==> src/rtl/ccm_mem_params.svh <==
//*********************************************************************
// Size and address field constants for the DCCM and ICCM banks
// Included by the package and by every module that slices addresses
//*********************************************************************

`ifndef CCM_MEM_PARAMS_SVH
`define CCM_MEM_PARAMS_SVH

// Byte address widths, 1 KB each
`define DCCM_BITS        10
`define ICCM_BITS        10

// Bank organisation shared by both memories
`define CCM_NUM_BANKS    4
`define CCM_BANK_BITS    2

// Byte offset inside one bank word
`define CCM_WIDTH_BITS   2
`define CCM_DATA_WIDTH   32

// Row index inside a bank
// Address bits above the bank select
`define CCM_INDEX_BITS   6

`endif

==> src/rtl/ccm_mem_pkg.sv <==
//*********************************************************************
// Request, response and per-bank command types for the CCM block
// Imported by the decoders, the banks and the read-return stages
//*********************************************************************

`include "ccm_mem_params.svh"

package ccm_mem_pkg;

   // DCCM side, lo/hi pair for misaligned accesses
   typedef struct packed {
      logic                        wren;
      logic                        rden;
      logic [`DCCM_BITS-1:0]       wr_addr_lo;
      logic [`DCCM_BITS-1:0]       wr_addr_hi;
      logic [`DCCM_BITS-1:0]       rd_addr_lo;
      logic [`DCCM_BITS-1:0]       rd_addr_hi;
      logic [`CCM_DATA_WIDTH-1:0]  wr_data_lo;
      logic [`CCM_DATA_WIDTH-1:0]  wr_data_hi;
   } dccm_req_t;

   typedef struct packed {
      logic [`CCM_DATA_WIDTH-1:0]  rd_data_lo;
      logic [`CCM_DATA_WIDTH-1:0]  rd_data_hi;
   } dccm_rsp_t;

   // ICCM side, word address and 64-bit data
   typedef struct packed {
      logic                        wren;
      logic                        rden;
      logic [`ICCM_BITS-1:2]       rw_addr;
      logic [2:0]                  wr_size;   // 2 word, 3 double word
      logic [63:0]                 wr_data;
   } iccm_req_t;

   typedef struct packed {
      logic [63:0]                 rd_data;
   } iccm_rsp_t;

   // One SRAM bank access
   typedef struct packed {
      logic                        wren;
      logic                        rden;
      logic [`CCM_INDEX_BITS-1:0]  index;
      logic [`CCM_DATA_WIDTH-1:0]  wr_data;
   } bank_cmd_t;

   typedef bank_cmd_t [`CCM_NUM_BANKS-1:0] bank_cmd_vec_t;
   typedef logic [`CCM_NUM_BANKS-1:0][`CCM_DATA_WIDTH-1:0] bank_data_vec_t;

endpackage

==> src/rtl/iccm_bank_decode.sv <==
//*********************************************************************
// ICCM bank decode, maps a word address onto two consecutive banks
// Reads and double writes use both, word writes only the start bank
//*********************************************************************

`timescale 1ns/1ps
`include "ccm_mem_params.svh"

module iccm_bank_decode
   import ccm_mem_pkg::*;
(
   input  iccm_req_t                   req,
   output bank_cmd_vec_t               bank_cmd,
   output logic [`CCM_BANK_BITS-1:0]   start_bank
);

   localparam int BANK_LO  = `CCM_WIDTH_BITS;
   localparam int INDEX_LO = `CCM_WIDTH_BITS + `CCM_BANK_BITS;

   logic [`CCM_BANK_BITS-1:0]   next_bank;
   logic [`CCM_INDEX_BITS-1:0]  start_index;
   logic [`CCM_INDEX_BITS-1:0]  next_index;
   logic                        dbl_write;

   assign start_bank  = req.rw_addr[BANK_LO +: `CCM_BANK_BITS];
   assign start_index = req.rw_addr[`ICCM_BITS-1:INDEX_LO];
   assign next_bank   = start_bank + `CCM_BANK_BITS'(1);   // Wraps 3 -> 0

   // Second word sits in the following row once the bank wraps
   assign next_index  = (next_bank == '0) ? start_index + `CCM_INDEX_BITS'(1)
                                          : start_index;

   assign dbl_write   = req.wren && (req.wr_size == 3'd3);

   always_comb begin
      bank_cmd = '0;
      for (int b = 0; b < `CCM_NUM_BANKS; b++) begin
         if (start_bank == `CCM_BANK_BITS'(b)) begin
            // Low word
            bank_cmd[b].wren    = req.wren;
            bank_cmd[b].rden    = req.rden;
            bank_cmd[b].index   = start_index;
            bank_cmd[b].wr_data = req.wr_data[31:0];
         end else if (next_bank == `CCM_BANK_BITS'(b)) begin
            // High word
            bank_cmd[b].wren    = dbl_write;
            bank_cmd[b].rden    = req.rden;
            bank_cmd[b].index   = next_index;
            bank_cmd[b].wr_data = req.wr_data[63:32];
         end
      end
   end

endmodule

==> config.mk <==
export PLATFORM = sky130hd
export DESIGN_NAME = iccm_bank_decode
export DESIGN_NICKNAME = d
export VERILOG_FILES = /design/src/rtl/ccm_mem_pkg.sv /design/src/rtl/iccm_bank_decode.sv
export VERILOG_INCLUDE_DIRS = /design/src /design/src/rtl
export SDC_FILE = /design/constraint.sdc
export NUM_CORES = 1
export LEC_CHECK = 0
export BUFFER_PORTS_ARGS = -buffer_cell sky130_fd_sc_hd__buf_2
export CAP_MARGIN = 20
export CORE_AREA = 2 2 92 94
export DETAILED_ROUTE_END_ITERATION = 6
export DIE_AREA = 0 0 94 96
export PLACE_DENSITY_LB_ADDON = 0.12
export SYNTH_ARGS = -nofsm -noshare
export SYNTH_HDL_FRONTEND = slang
export SYNTH_SLANG_ARGS = --single-unit
==> constraint.sdc <==
create_clock -name vclk -period 1.7
set_clock_uncertainty 0.15 [all_clocks]
set_input_delay 0.17 -clock vclk [all_inputs]
set_output_delay 0.17 -clock vclk [all_outputs]
set_load 0.05 [all_outputs]
==> qor_table.md, run 1 <==
| Stage | Result | Value |
|:---|:---|:---|
| pwr | Leakage power summed over all cells | 2.00 nW |
| setup path | Endpoint kind of the worst setup timing path | output port |
| setup path | Required time of the critical path | 1.38 ns |
| layout | Fill cell instance count of the final layout | 898 |
| layout | Storage cell area | 0 µm² |
| global route | Initial antenna violation count | 0 |
| die | X dimension of the die | 94 µm |
| hold path | Worst Hold Class | input pin to output port |
| global route | Maximum number of pins on one net before global-route repair | 38 |
| setup path | Peak fanout along the critical path | 11 |
| timing | Worst-Margin Slew | 0.746 ns |
| layout | # nets final | 571 |
| pwr | Logic gate share of total power | 100.0% |
| detailed routing | Final routed wire length divided by cell count | 14.7 µm |
| die | I/O pins | 239 |
| detailed routing | Number of routed nets with antenna violations | 0 |
| layout | Count of inserted antenna diode cells | 0 |
| synth | Yosys warnings | 0 |
| timing | Clock period minus worst slack | 1.63 ns |
| timing | Unrepaired setup endpoints after global routing | yes |
| synth | Portion of the post-synthesis area used by sequential elements | 0% |
| layout | Core utilization of the finished layout | 40.1% |
| layout | Combined area of the multi-input logic cells | 1510 µm² |
| detailed routing | Mean number of vias per cell | 4.74 |
| timing | Final Max Slew Viols | 0 |
| die | Area of the die | 9020 µm² |
| detailed routing | Iteration-0 DRC Markers | 36 |
| placed design | GPL Wtd Cong | 0.793 |
| timing | Slew margin rel. | 50.2% |
| pwr | Internal Pwr Total | 0.495 mW |
| synth | Synth cell types | 26 |
| layout | Most common cell after layout, fill and taps aside | buf_2 |
| setup path | Startpoint Class | input pin |
| synth | Synthesized cell area | 1650 µm² |
| clocking | Setup Buffers After CTS | 0 |
| synth | Cells after Synth | 250 |
| global route | Total routing usage reported by global routing | 16.1% |
| global route | Total grt overflow | 0 |
| timing | Summed negative setup slack over all endpoints | 0 ns |
| die | Initial Util | 20.5% |
| timing | Achievable clock frequency | 612 MHz |
| synth | Post-Synthesis Mean Instance Area | 6.59 µm² |
| synth | Biggest area consumer among synthesized cells | a22o_1 |
| die | Overall die height | 96 µm |
| placed design | Hpwl dp | 7.07 mm |
| layout | Layout cells sized above 1 | 57.8% |
| pwr | Clock network power share | 0% |
| timing | Minimum hold slack | 0.597 ns |
| pwr | Net Sw Power | 1.32 mW |
| layout | Clock tree buffer count of the final layout | 0 |
| detailed routing | Number of detailed-routing iterations run before antenna repair | 5 |
| layout | Sequential cell count of the final layout | 0 |
| global route | First-pass GRT wire length | 12.0 mm |
| pwr | Peak ir drop on the vdd network | 198 µV |
| pwr | Power per Cell Area | 561 nW/µm² |
| detailed routing | Total number of vias | 2818 |
| layout | Post-synthesis to final-layout area growth | 96.2% |
| clocking | Hold Buf Count CTS | 0 |
| layout | Most used cells in the layout excluding fill and tap cells | 213 x buf_2, 72 x nor2_1, 69 x a22o_1 |
| detailed routing | Routed Wire Length | 8.76 mm |
| placed design | Buffers on Ports | 239 |
| setup path | Startpoint-to-endpoint class of the critical path | input pin to output port |
| die | Num rows | 33 |
| die | Floorplan core area | 8050 µm² |
| outcome | Status | complete, no violations |
| timing | Final setup violation count | 0 |
| synth | Top cells by area in the synthesized netlist | a22o_1 37%, mux2i_1 20%, nor2_1 17% |
| pwr | Sequential fraction of design power | 0% |
| timing | Final worst-path cycle share | 96.1% |
| synth | Share of the synthesized area in the top cell type | 36.7% |
| global route | Via count of the first global-routing pass | 2354 |
| synth | Net count of the mapped netlist | 329 |
| setup path | Worst EP arrival | 1.31 ns |
| flow run | Max Cap Violations | 0 |
| pwr | Switching power share of the total | 72.7% |
| detailed routing | DRC violations left | 0 |
| pwr | Overall power | 1.81 mW |
| timing | Hold Vio Cnt, Final | 0 |
==> final cells by class <==
| type | instances | share of cell area, % |
|---|---|---|
| tap | 105 | 4.07 |
| inverter | 8 | 0.930 |
| timing repair buffer | 269 | 48.3 |
| multi-input combinational | 213 | 46.7 |
==> cells in the mapped netlist, types with 2 or more instances <==
cell type   n
nor2_1     75
a22o_1     69
mux2i_1    33
buf_2      15
and2_1      9
inv_1       7
nor2b_1     7
buf_4       5
clkbuf_1    5
a21oi_1     3
buf_1       3
nand3_1     3
ha_1        2
xnor2_1     2
==> worst max-delay path, cell delays in order <==
cell and delay (ns):
buf_2 0.16, buf_4 0.22, nor2_4 0.06, buf_12 0.14
buf_4 0.14, a22o_1 0.22, buf_2 0.21
==> kinds of logic after synthesis <==
logic type / synth area share [%]
simple gates: 26.6
buf+inv: 11.2
xor+xnor: 1.60
fa+ha+maj: 1.52
mux: 20.7
compound gates: 38.4
==> power groups by stage <==
stage | registers, mW | logic [mW] | clock network [mW]
3_5_place_dp | 0 | 1.79 | 0
5_1_grt | 0 | 1.90 | 0
6_report | 0 | 1.81 | 0
4_1_cts | 0 | 1.80 | 0
2_1_floorplan | 0 | 1.29 | 0
3_3_place_gp | 0 | 1.78 | 0
==> timing repair <==
action,in CTS,in global routing
pin swaps,0,0
resized for setup,14,21
endpoints found under the setup margin,14,33
==> per-layer routing <==
metal / up-vias / track usage [%] / part of all wire, %
met5: - / 0 / 0
met1: 1317 / 19.1 / 41
li1: 1390 / - / -
met3: 2 / 1.02 / 5.5
met4: 0 / 0.725 / 0.14
met2: 109 / 33.0 / 54
==> through the flow <==
stage          instances  setup slack [ns]  instance area (µm²)
2_1_floorplan        250            -0.212                 1680
3_3_place_gp         595          -0.00339                 3140
3_5_place_dp         595           -0.0144                 3140
4_1_cts              595           0.00166                 3180
5_1_grt              595          -0.00313                 3230
6_report             595            0.0660                 3230
==> worst paths after layout <==
kind / cells past startpoint / start / endpoint / slack (ns)
min: 3 / req[53] / bank_cmd[21] / 0.60
max: 7 / req[68] / bank_cmd[27] / 0.07
Note: power is estimated with default switching activity, not from simulation.
==> run 2: changes to the inputs <==
Settings changed: PLACE_DENSITY_LB_ADDON 0.12 to default.
==> run 2 against run 1 <==
Net effect: final cell count shrank 1.5%; cell area is 3.1% lower; critical path depth is 1 lower; clock-buffer cell count stayed put; non-clock buffer count is 9 lower; total power fell by 1.5%; sequential share of layout area did not move; worst setup slack worse by 0.0098 ns; hold slack better by 0.027 ns; critical endpoint is now bank_cmd[22]; largest cell class is now multi-input combinational cells; highest routed layer unchanged.
==> qor_table.md, run 2 (synthesis gave the netlist of run 1 again) <==
| Stage | Result | Value |
|:---|:---|:---|
| global route | Via count of the first global-routing pass | 2537 |
| pwr | Sequential fraction of design power | 0% |
| pwr | Switching power share of the total | 73.8% |
| pwr | Leakage power summed over all cells | 1.97 nW |
| detailed routing | Mean number of vias per cell | 4.91 |
| die | Overall die height | 96 µm |
| detailed routing | Number of routed nets with antenna violations | 0 |
| hold path | Worst Hold Class | input pin to output port |
| setup path | Dominant cell type by count on the critical path | buf_2 |
| placed design | GPL Wtd Cong | 0.749 |
| die | Area of the die | 9020 µm² |
| flow run | Max Cap Violations | 0 |
| timing | Unrepaired setup endpoints after global routing | no |
| layout | Most used cells in the layout excluding fill and tap cells | 233 x buf_2, 72 x nor2_1, 69 x a22o_1 |
| placed design | Hpwl dp | 7.00 mm |
| layout | Count of inserted antenna diode cells | 0 |
| pwr | Internal Pwr Total | 0.467 mW |
| setup path | Endpoint kind of the worst setup timing path | output port |
| timing | Slew margin rel. | 71.7% |
| setup path | Peak fanout along the critical path | 21 |
| pwr | Power per Cell Area | 570 nW/µm² |
| detailed routing | Number of detailed-routing iterations run before antenna repair | 4 |
| layout | Fill cell instance count of the final layout | 859 |
| layout | Fin area | 3130 µm² |
| clocking | Hold Buf Count CTS | 0 |
| die | X dimension of the die | 94 µm |
| layout | Layout cells sized above 1 | 56.3% |
| detailed routing | DRC violations left | 0 |
| die | Initial Util | 20.5% |
| global route | Routing usage on met2 | 35.8% |
| outcome | Status | complete, no violations |
| timing | Clock period minus worst slack | 1.64 ns |
| clocking | Setup Buffers After CTS | 0 |
| timing | Minimum hold slack | 0.623 ns |
| global route | Total routing usage reported by global routing | 16.6% |
| setup path | Family with the most delay on the worst path | buffers and inverters |
| layout | Sequential cell count of the final layout | 0 |
| timing | Achievable clock frequency | 608 MHz |
| die | I/O pins | 239 |
| placed design | Buffers on Ports | 239 |
| pwr | Logic gate share of total power | 100.0% |
| setup path | Required time of the critical path | 1.38 ns |
| global route | Maximum number of pins on one net before global-route repair | 38 |
| layout | Storage cell area | 0 µm² |
| layout | Most common cell after layout, fill and taps aside | buf_2 |
| global route | M3 GR Usage | 2.04% |
| global route | Most congested layer reported by global routing | met2 |
| timing | Worst-Margin Slew | 0.424 ns |
| layout | # nets final | 562 |
| global route | Initial antenna violation count | 0 |
| pwr | Peak ir drop on the vdd network | 295 µV |
| die | Floorplan core area | 8050 µm² |
| layout | Combined area of the multi-input logic cells | 1500 µm² |
| pwr | Overall power | 1.79 mW |
| timing | Final Max Slew Viols | 0 |
| detailed routing | Final routed wire length divided by cell count | 15.1 µm |
| setup path | Critical-path cell list | buf_2, buf_4, nor2_4, buf_12, a22o_1, buf_2 |
| setup path | Count of buffering cells on the critical path with inverters included | 4 |
| setup path | Startpoint Class | input pin |
| setup path | Startpoint-to-endpoint class of the critical path | input pin to output port |
| setup path | Library cell contributing the largest single delay on the critical path | buf_2 |
| die | Num rows | 33 |
| global route | First-pass GRT wire length | 12.2 mm |
| clocking | Number of instances resized during post-cts repair | 0 |
| placed design | Post-Place Cell Area | 3110 µm² |
| setup path | Worst EP arrival | 1.32 ns |
| timing | Hold Vio Cnt, Final | 0 |
| timing | Final setup violation count | 0 |
| detailed routing | Routed Wire Length | 8.87 mm |
| layout | Post-synthesis to final-layout area growth | 90.1% |
| global route | Total grt overflow | 0 |
| pwr | Clock network power share | 0% |
| setup path | Crit path largest cell delay | 0.26 ns |
| detailed routing | Iteration-0 DRC Markers | 64 |
| global route | Global-route met1 utilization | 17.3% |
| layout | Clock tree buffer count of the final layout | 0 |
| detailed routing | Total number of vias | 2875 |
| pwr | Net Sw Power | 1.32 mW |
| timing | Final worst-path cycle share | 96.7% |
[run 2: cell types whose count changed in the layout (fill, tap and decap cells not counted)]
cell / before / now
clkbuf_4: 9 / 5
mux2i_2: 3 / 0
buf_4: 39 / 14
buf_6: 3 / 0
buf_2: 213 / 233
mux2i_1: 30 / 33
inv_2: 2 / 1
buf_12: 5 / 8
inv_4: 0 / 1
[run 2: tightest hold or removal path, cell delays in order]
cell	delay, ns
buf_2	0.10
and2_1	0.13
buf_2	0.21
[run 2: layout make-up]
class / instances / share of cell area (%)
multi-input cells: 213 / 47.8
repair buffers: 260 / 46.9
well taps: 105 / 4.20
inverters: 8 / 1.04
[run 2: per-stage QoR]
stage,utilization (%),std cells,setup WS [ns],setup TNS (ns)
after CTS,38.7,586,0.0206,0
after global routing,38.9,586,0.000833,0
after floorplan,-,250,-0.212,-0.849
final,38.9,586,0.0562,0
after global placement,38.7,586,0.0444,0
after detailed placement,38.7,586,0.0224,0
[run 2: final timing paths]
check | startpoint | end | slack [ns] | depth (start not counted)
worst max-delay path | req[67] | bank_cmd[22] | 0.06 | 6
worst min-delay path | req[75] | bank_cmd[118] | 0.62 | 3
[run 2: per-layer routing]
metal,up-vias,wire (µm)
li1,1373,-
met1,1317,3350
met2,175,4740
met3,10,684
met4,0,91
met5,-,0
[run 2: power by group through the flow]
stage | clock network (mW) | logic [mW] | registers (mW)
2_1_floorplan | 0 | 1.29 | 0
3_3_place_gp | 0 | 1.77 | 0
3_5_place_dp | 0 | 1.78 | 0
4_1_cts | 0 | 1.79 | 0
5_1_grt | 0 | 1.87 | 0
6_report | 0 | 1.79 | 0
==> run 3: changes to the inputs <==
Settings changed: ABC_AREA from default to 1, CORE_AREA 2 2 92 94 to 2 2 93 95, DIE_AREA 0 0 94 96 to 0 0 95 97.
==> run 3 against run 2 <==
Net effect: final cell count rose by 6.5%; via count rose by 8.1%; global-route usage fell by 1.2 points; maximum frequency rose by 4.9%.
==> qor_table.md, run 3 <==
| Stage | Result | Value |
|:---|:---|:---|
| die | X dimension of the die | 95 µm |
| layout | Clock tree buffer count of the final layout | 0 |
| placed design | Buffers on Ports | 239 |
| timing | Final Max Slew Viols | 0 |
| global route | Total routing usage reported by global routing | 15.5% |
| detailed routing | Total routed wire length on the met1 layer | 3.15 mm |
| detailed routing | DRC violations left | 0 |
| placed design | Post-Place Cell Area | 2910 µm² |
| die | Area of the die | 9220 µm² |
| global route | Maximum number of pins on one net before global-route repair | 70 |
| synth | Portion of the post-synthesis area used by sequential elements | 0% |
| setup path | Endpoint kind of the worst setup timing path | output port |
| pwr | Logic gate share of total power | 100.0% |
| synth | Net count of the mapped netlist | 381 |
| synth | Post-Synthesis Mean Instance Area | 5.16 µm² |
| synth | Yosys warnings | 0 |
| pwr | Leakage power summed over all cells | 1.91 nW |
| outcome | Status | complete, no violations |
| global route | First-pass GRT wire length | 12.2 mm |
| layout | Core utilization of the finished layout | 35.8% |
| detailed routing | Number of detailed-routing iterations run before antenna repair | 5 |
| hold path | Worst Hold Class | input pin to output port |
| layout | Layout cells sized above 1 | 49.5% |
| synth | Share of the synthesized area in the top cell type | 53.0% |
| setup path | Required time of the critical path | 1.38 ns |
| die | Initial Util | 19.2% |
| pwr | Sequential fraction of design power | 0% |
| pwr | Clock network power share | 0% |
| layout | Most used cells in the layout excluding fill and tap cells | 239 x buf_2, 129 x o22ai_1, 79 x inv_1 |
| hold path | Hold path depth | 2 |
| setup path | Startpoint-to-endpoint class of the critical path | input pin to output port |
| synth | Cells after Synth | 302 |
| detailed routing | Number of routed nets with antenna violations | 0 |
| detailed routing | Mean number of vias per cell | 4.98 |
| placed design | GPL Wtd Cong | 0.888 |
| pwr | Net Sw Power | 1.34 mW |
| die | Num rows | 33 |
| detailed routing | Total number of vias | 3109 |
| global route | Total grt overflow | 0 |
| die | Floorplan core area | 8130 µm² |
| placed design | Hpwl dp | 6.39 mm |
| timing | Achievable clock frequency | 638 MHz |
| pwr | Power per Cell Area | 598 nW/µm² |
| layout | Most common cell after layout, fill and taps aside | buf_2 |
| timing | Slew margin rel. | 79.1% |
| timing | Hold Vio Cnt, Final | 0 |
| layout | Fill cell instance count of the final layout | 907 |
| global route | Initial antenna violation count | 0 |
| timing | Worst Slack Setup Final | 0.133 ns |
| placed design | Dpl ws | 0.134 ns |
| flow run | Max Cap Violations | 0 |
| synth | Most frequent cells after synthesis | 132 x o22ai_1, 79 x inv_1, 23 x buf_2 |
| setup path | Peak fanout along the critical path | 7 |
| hold path | Worst Hold Launch | req[67] |
| global route | Via count of the first global-routing pass | 2623 |
| die | Overall die height | 97 µm |
| detailed routing | Iteration-0 DRC Markers | 127 |
| synth | Biggest area consumer among synthesized cells | o22ai_1 |
| layout | Count of inserted antenna diode cells | 0 |
| setup path | Startpoint of the most critical setup path | req[68] |
| clocking | Hold Buf Count CTS | 0 |
| layout | Non-filler instance count after layout | 624 |
| layout | # nets final | 600 |
| layout | Post-synthesis to final-layout area growth | 87.1% |
| detailed routing | Routed Wire Length | 8.24 mm |
| clocking | Number of instances resized during post-cts repair | 0 |
| setup path | Worst EP arrival | 1.25 ns |
| synth | Leading cell type by number of instances after synthesis | o22ai_1 |
| timing | Final worst-path cycle share | 92.2% |
| timing | Final setup violation count | 0 |
| layout | Fin area | 2910 µm² |
| timing | Clock period minus worst slack | 1.57 ns |
| synth | Synthesized cell area | 1560 µm² |
| detailed routing | Max Used Layer | met4 |
| synth | Synth cell types | 16 |
| timing | Unrepaired setup endpoints after global routing | no |
| timing | Worst-Margin Slew | 0.314 ns |
| detailed routing | Met2 wire length | 4.38 mm |
| synth | Top cells by area in the synthesized netlist | o22ai_1 53%, inv_1 19%, buf_2 7.4% |
| setup path | Startpoint Class | input pin |
| pwr | Internal Pwr Total | 0.401 mW |
| layout | Sequential cell count of the final layout | 0 |
| detailed routing | Final routed wire length divided by cell count | 13.2 µm |
| clocking | Setup Buffers After CTS | 0 |
| timing | Minimum hold slack | 0.542 ns |
| detailed routing | Total met3 wirelength after detailed routing | 641 µm |
| pwr | Peak ir drop on the vdd network | 288 µV |
| setup path | Termination of the worst setup path | bank_cmd[152] |
| pwr | Switching power share of the total | 77.0% |
| die | I/O pins | 239 |
| layout | Storage cell area | 0 µm² |
| placed design | Cell Count Post-Placement | 624 |
## run 3: cell families after synthesis
family / after synthesis / synth area share [%]
simple gates: 42 / 11.1
buf+inv: 112 / 29.3
xor+xnor: 2 / 1.12
fa+ha+maj: 2 / 1.61
compound gates: 144 / 56.9
## run 3: cell type report
cell class         instances  area, µm²  area share, %
repair buffers           248       1350           46.4
inverters                 81        304           10.4
multi-input cells        190       1130           38.7
well taps                105        131           4.51
## run 3: worst min-delay path by stage
stage | end | slack, ns
floorplan | start_bank[0] | 0.36
global placement | start_bank[0] | 0.54
detailed placement | start_bank[0] | 0.54
CTS | start_bank[0] | 0.54
global route | start_bank[0] | 0.55
finish | start_bank[0] | 0.54
## run 3: worst max-delay path, stage by stage
cell and delay [ns]:
buf_2 0.15, nand2_2 0.11, inv_1 0.08, ha_1 0.33, o22ai_2 0.13, buf_2 0.28
## run 3: through the flow
stage                     setup TNS (ns)  power, mW
after detailed placement               0       1.74
after global routing                   0       1.83
after CTS                              0       1.75
after global placement                 0       1.73
final                                  0       1.74
after floorplan                   -0.879       1.31
## run 3: power groups by stage
stage	Combinational, mW	Clock, mW	Sequential (mW)
2_1_floorplan	1.31	0	0
3_3_place_gp	1.73	0	0
3_5_place_dp	1.74	0	0
4_1_cts	1.75	0	0
5_1_grt	1.83	0	0
6_report	1.74	0	0
## run 3: layer usage
layer / GRT usage, % / vias to the layer above
met2: 31.4 / 158
met5: 0 / -
li1: - / 1532
met1: 17.6 / 1413
met4: 1.45 / 0
met3: 0.935 / 6
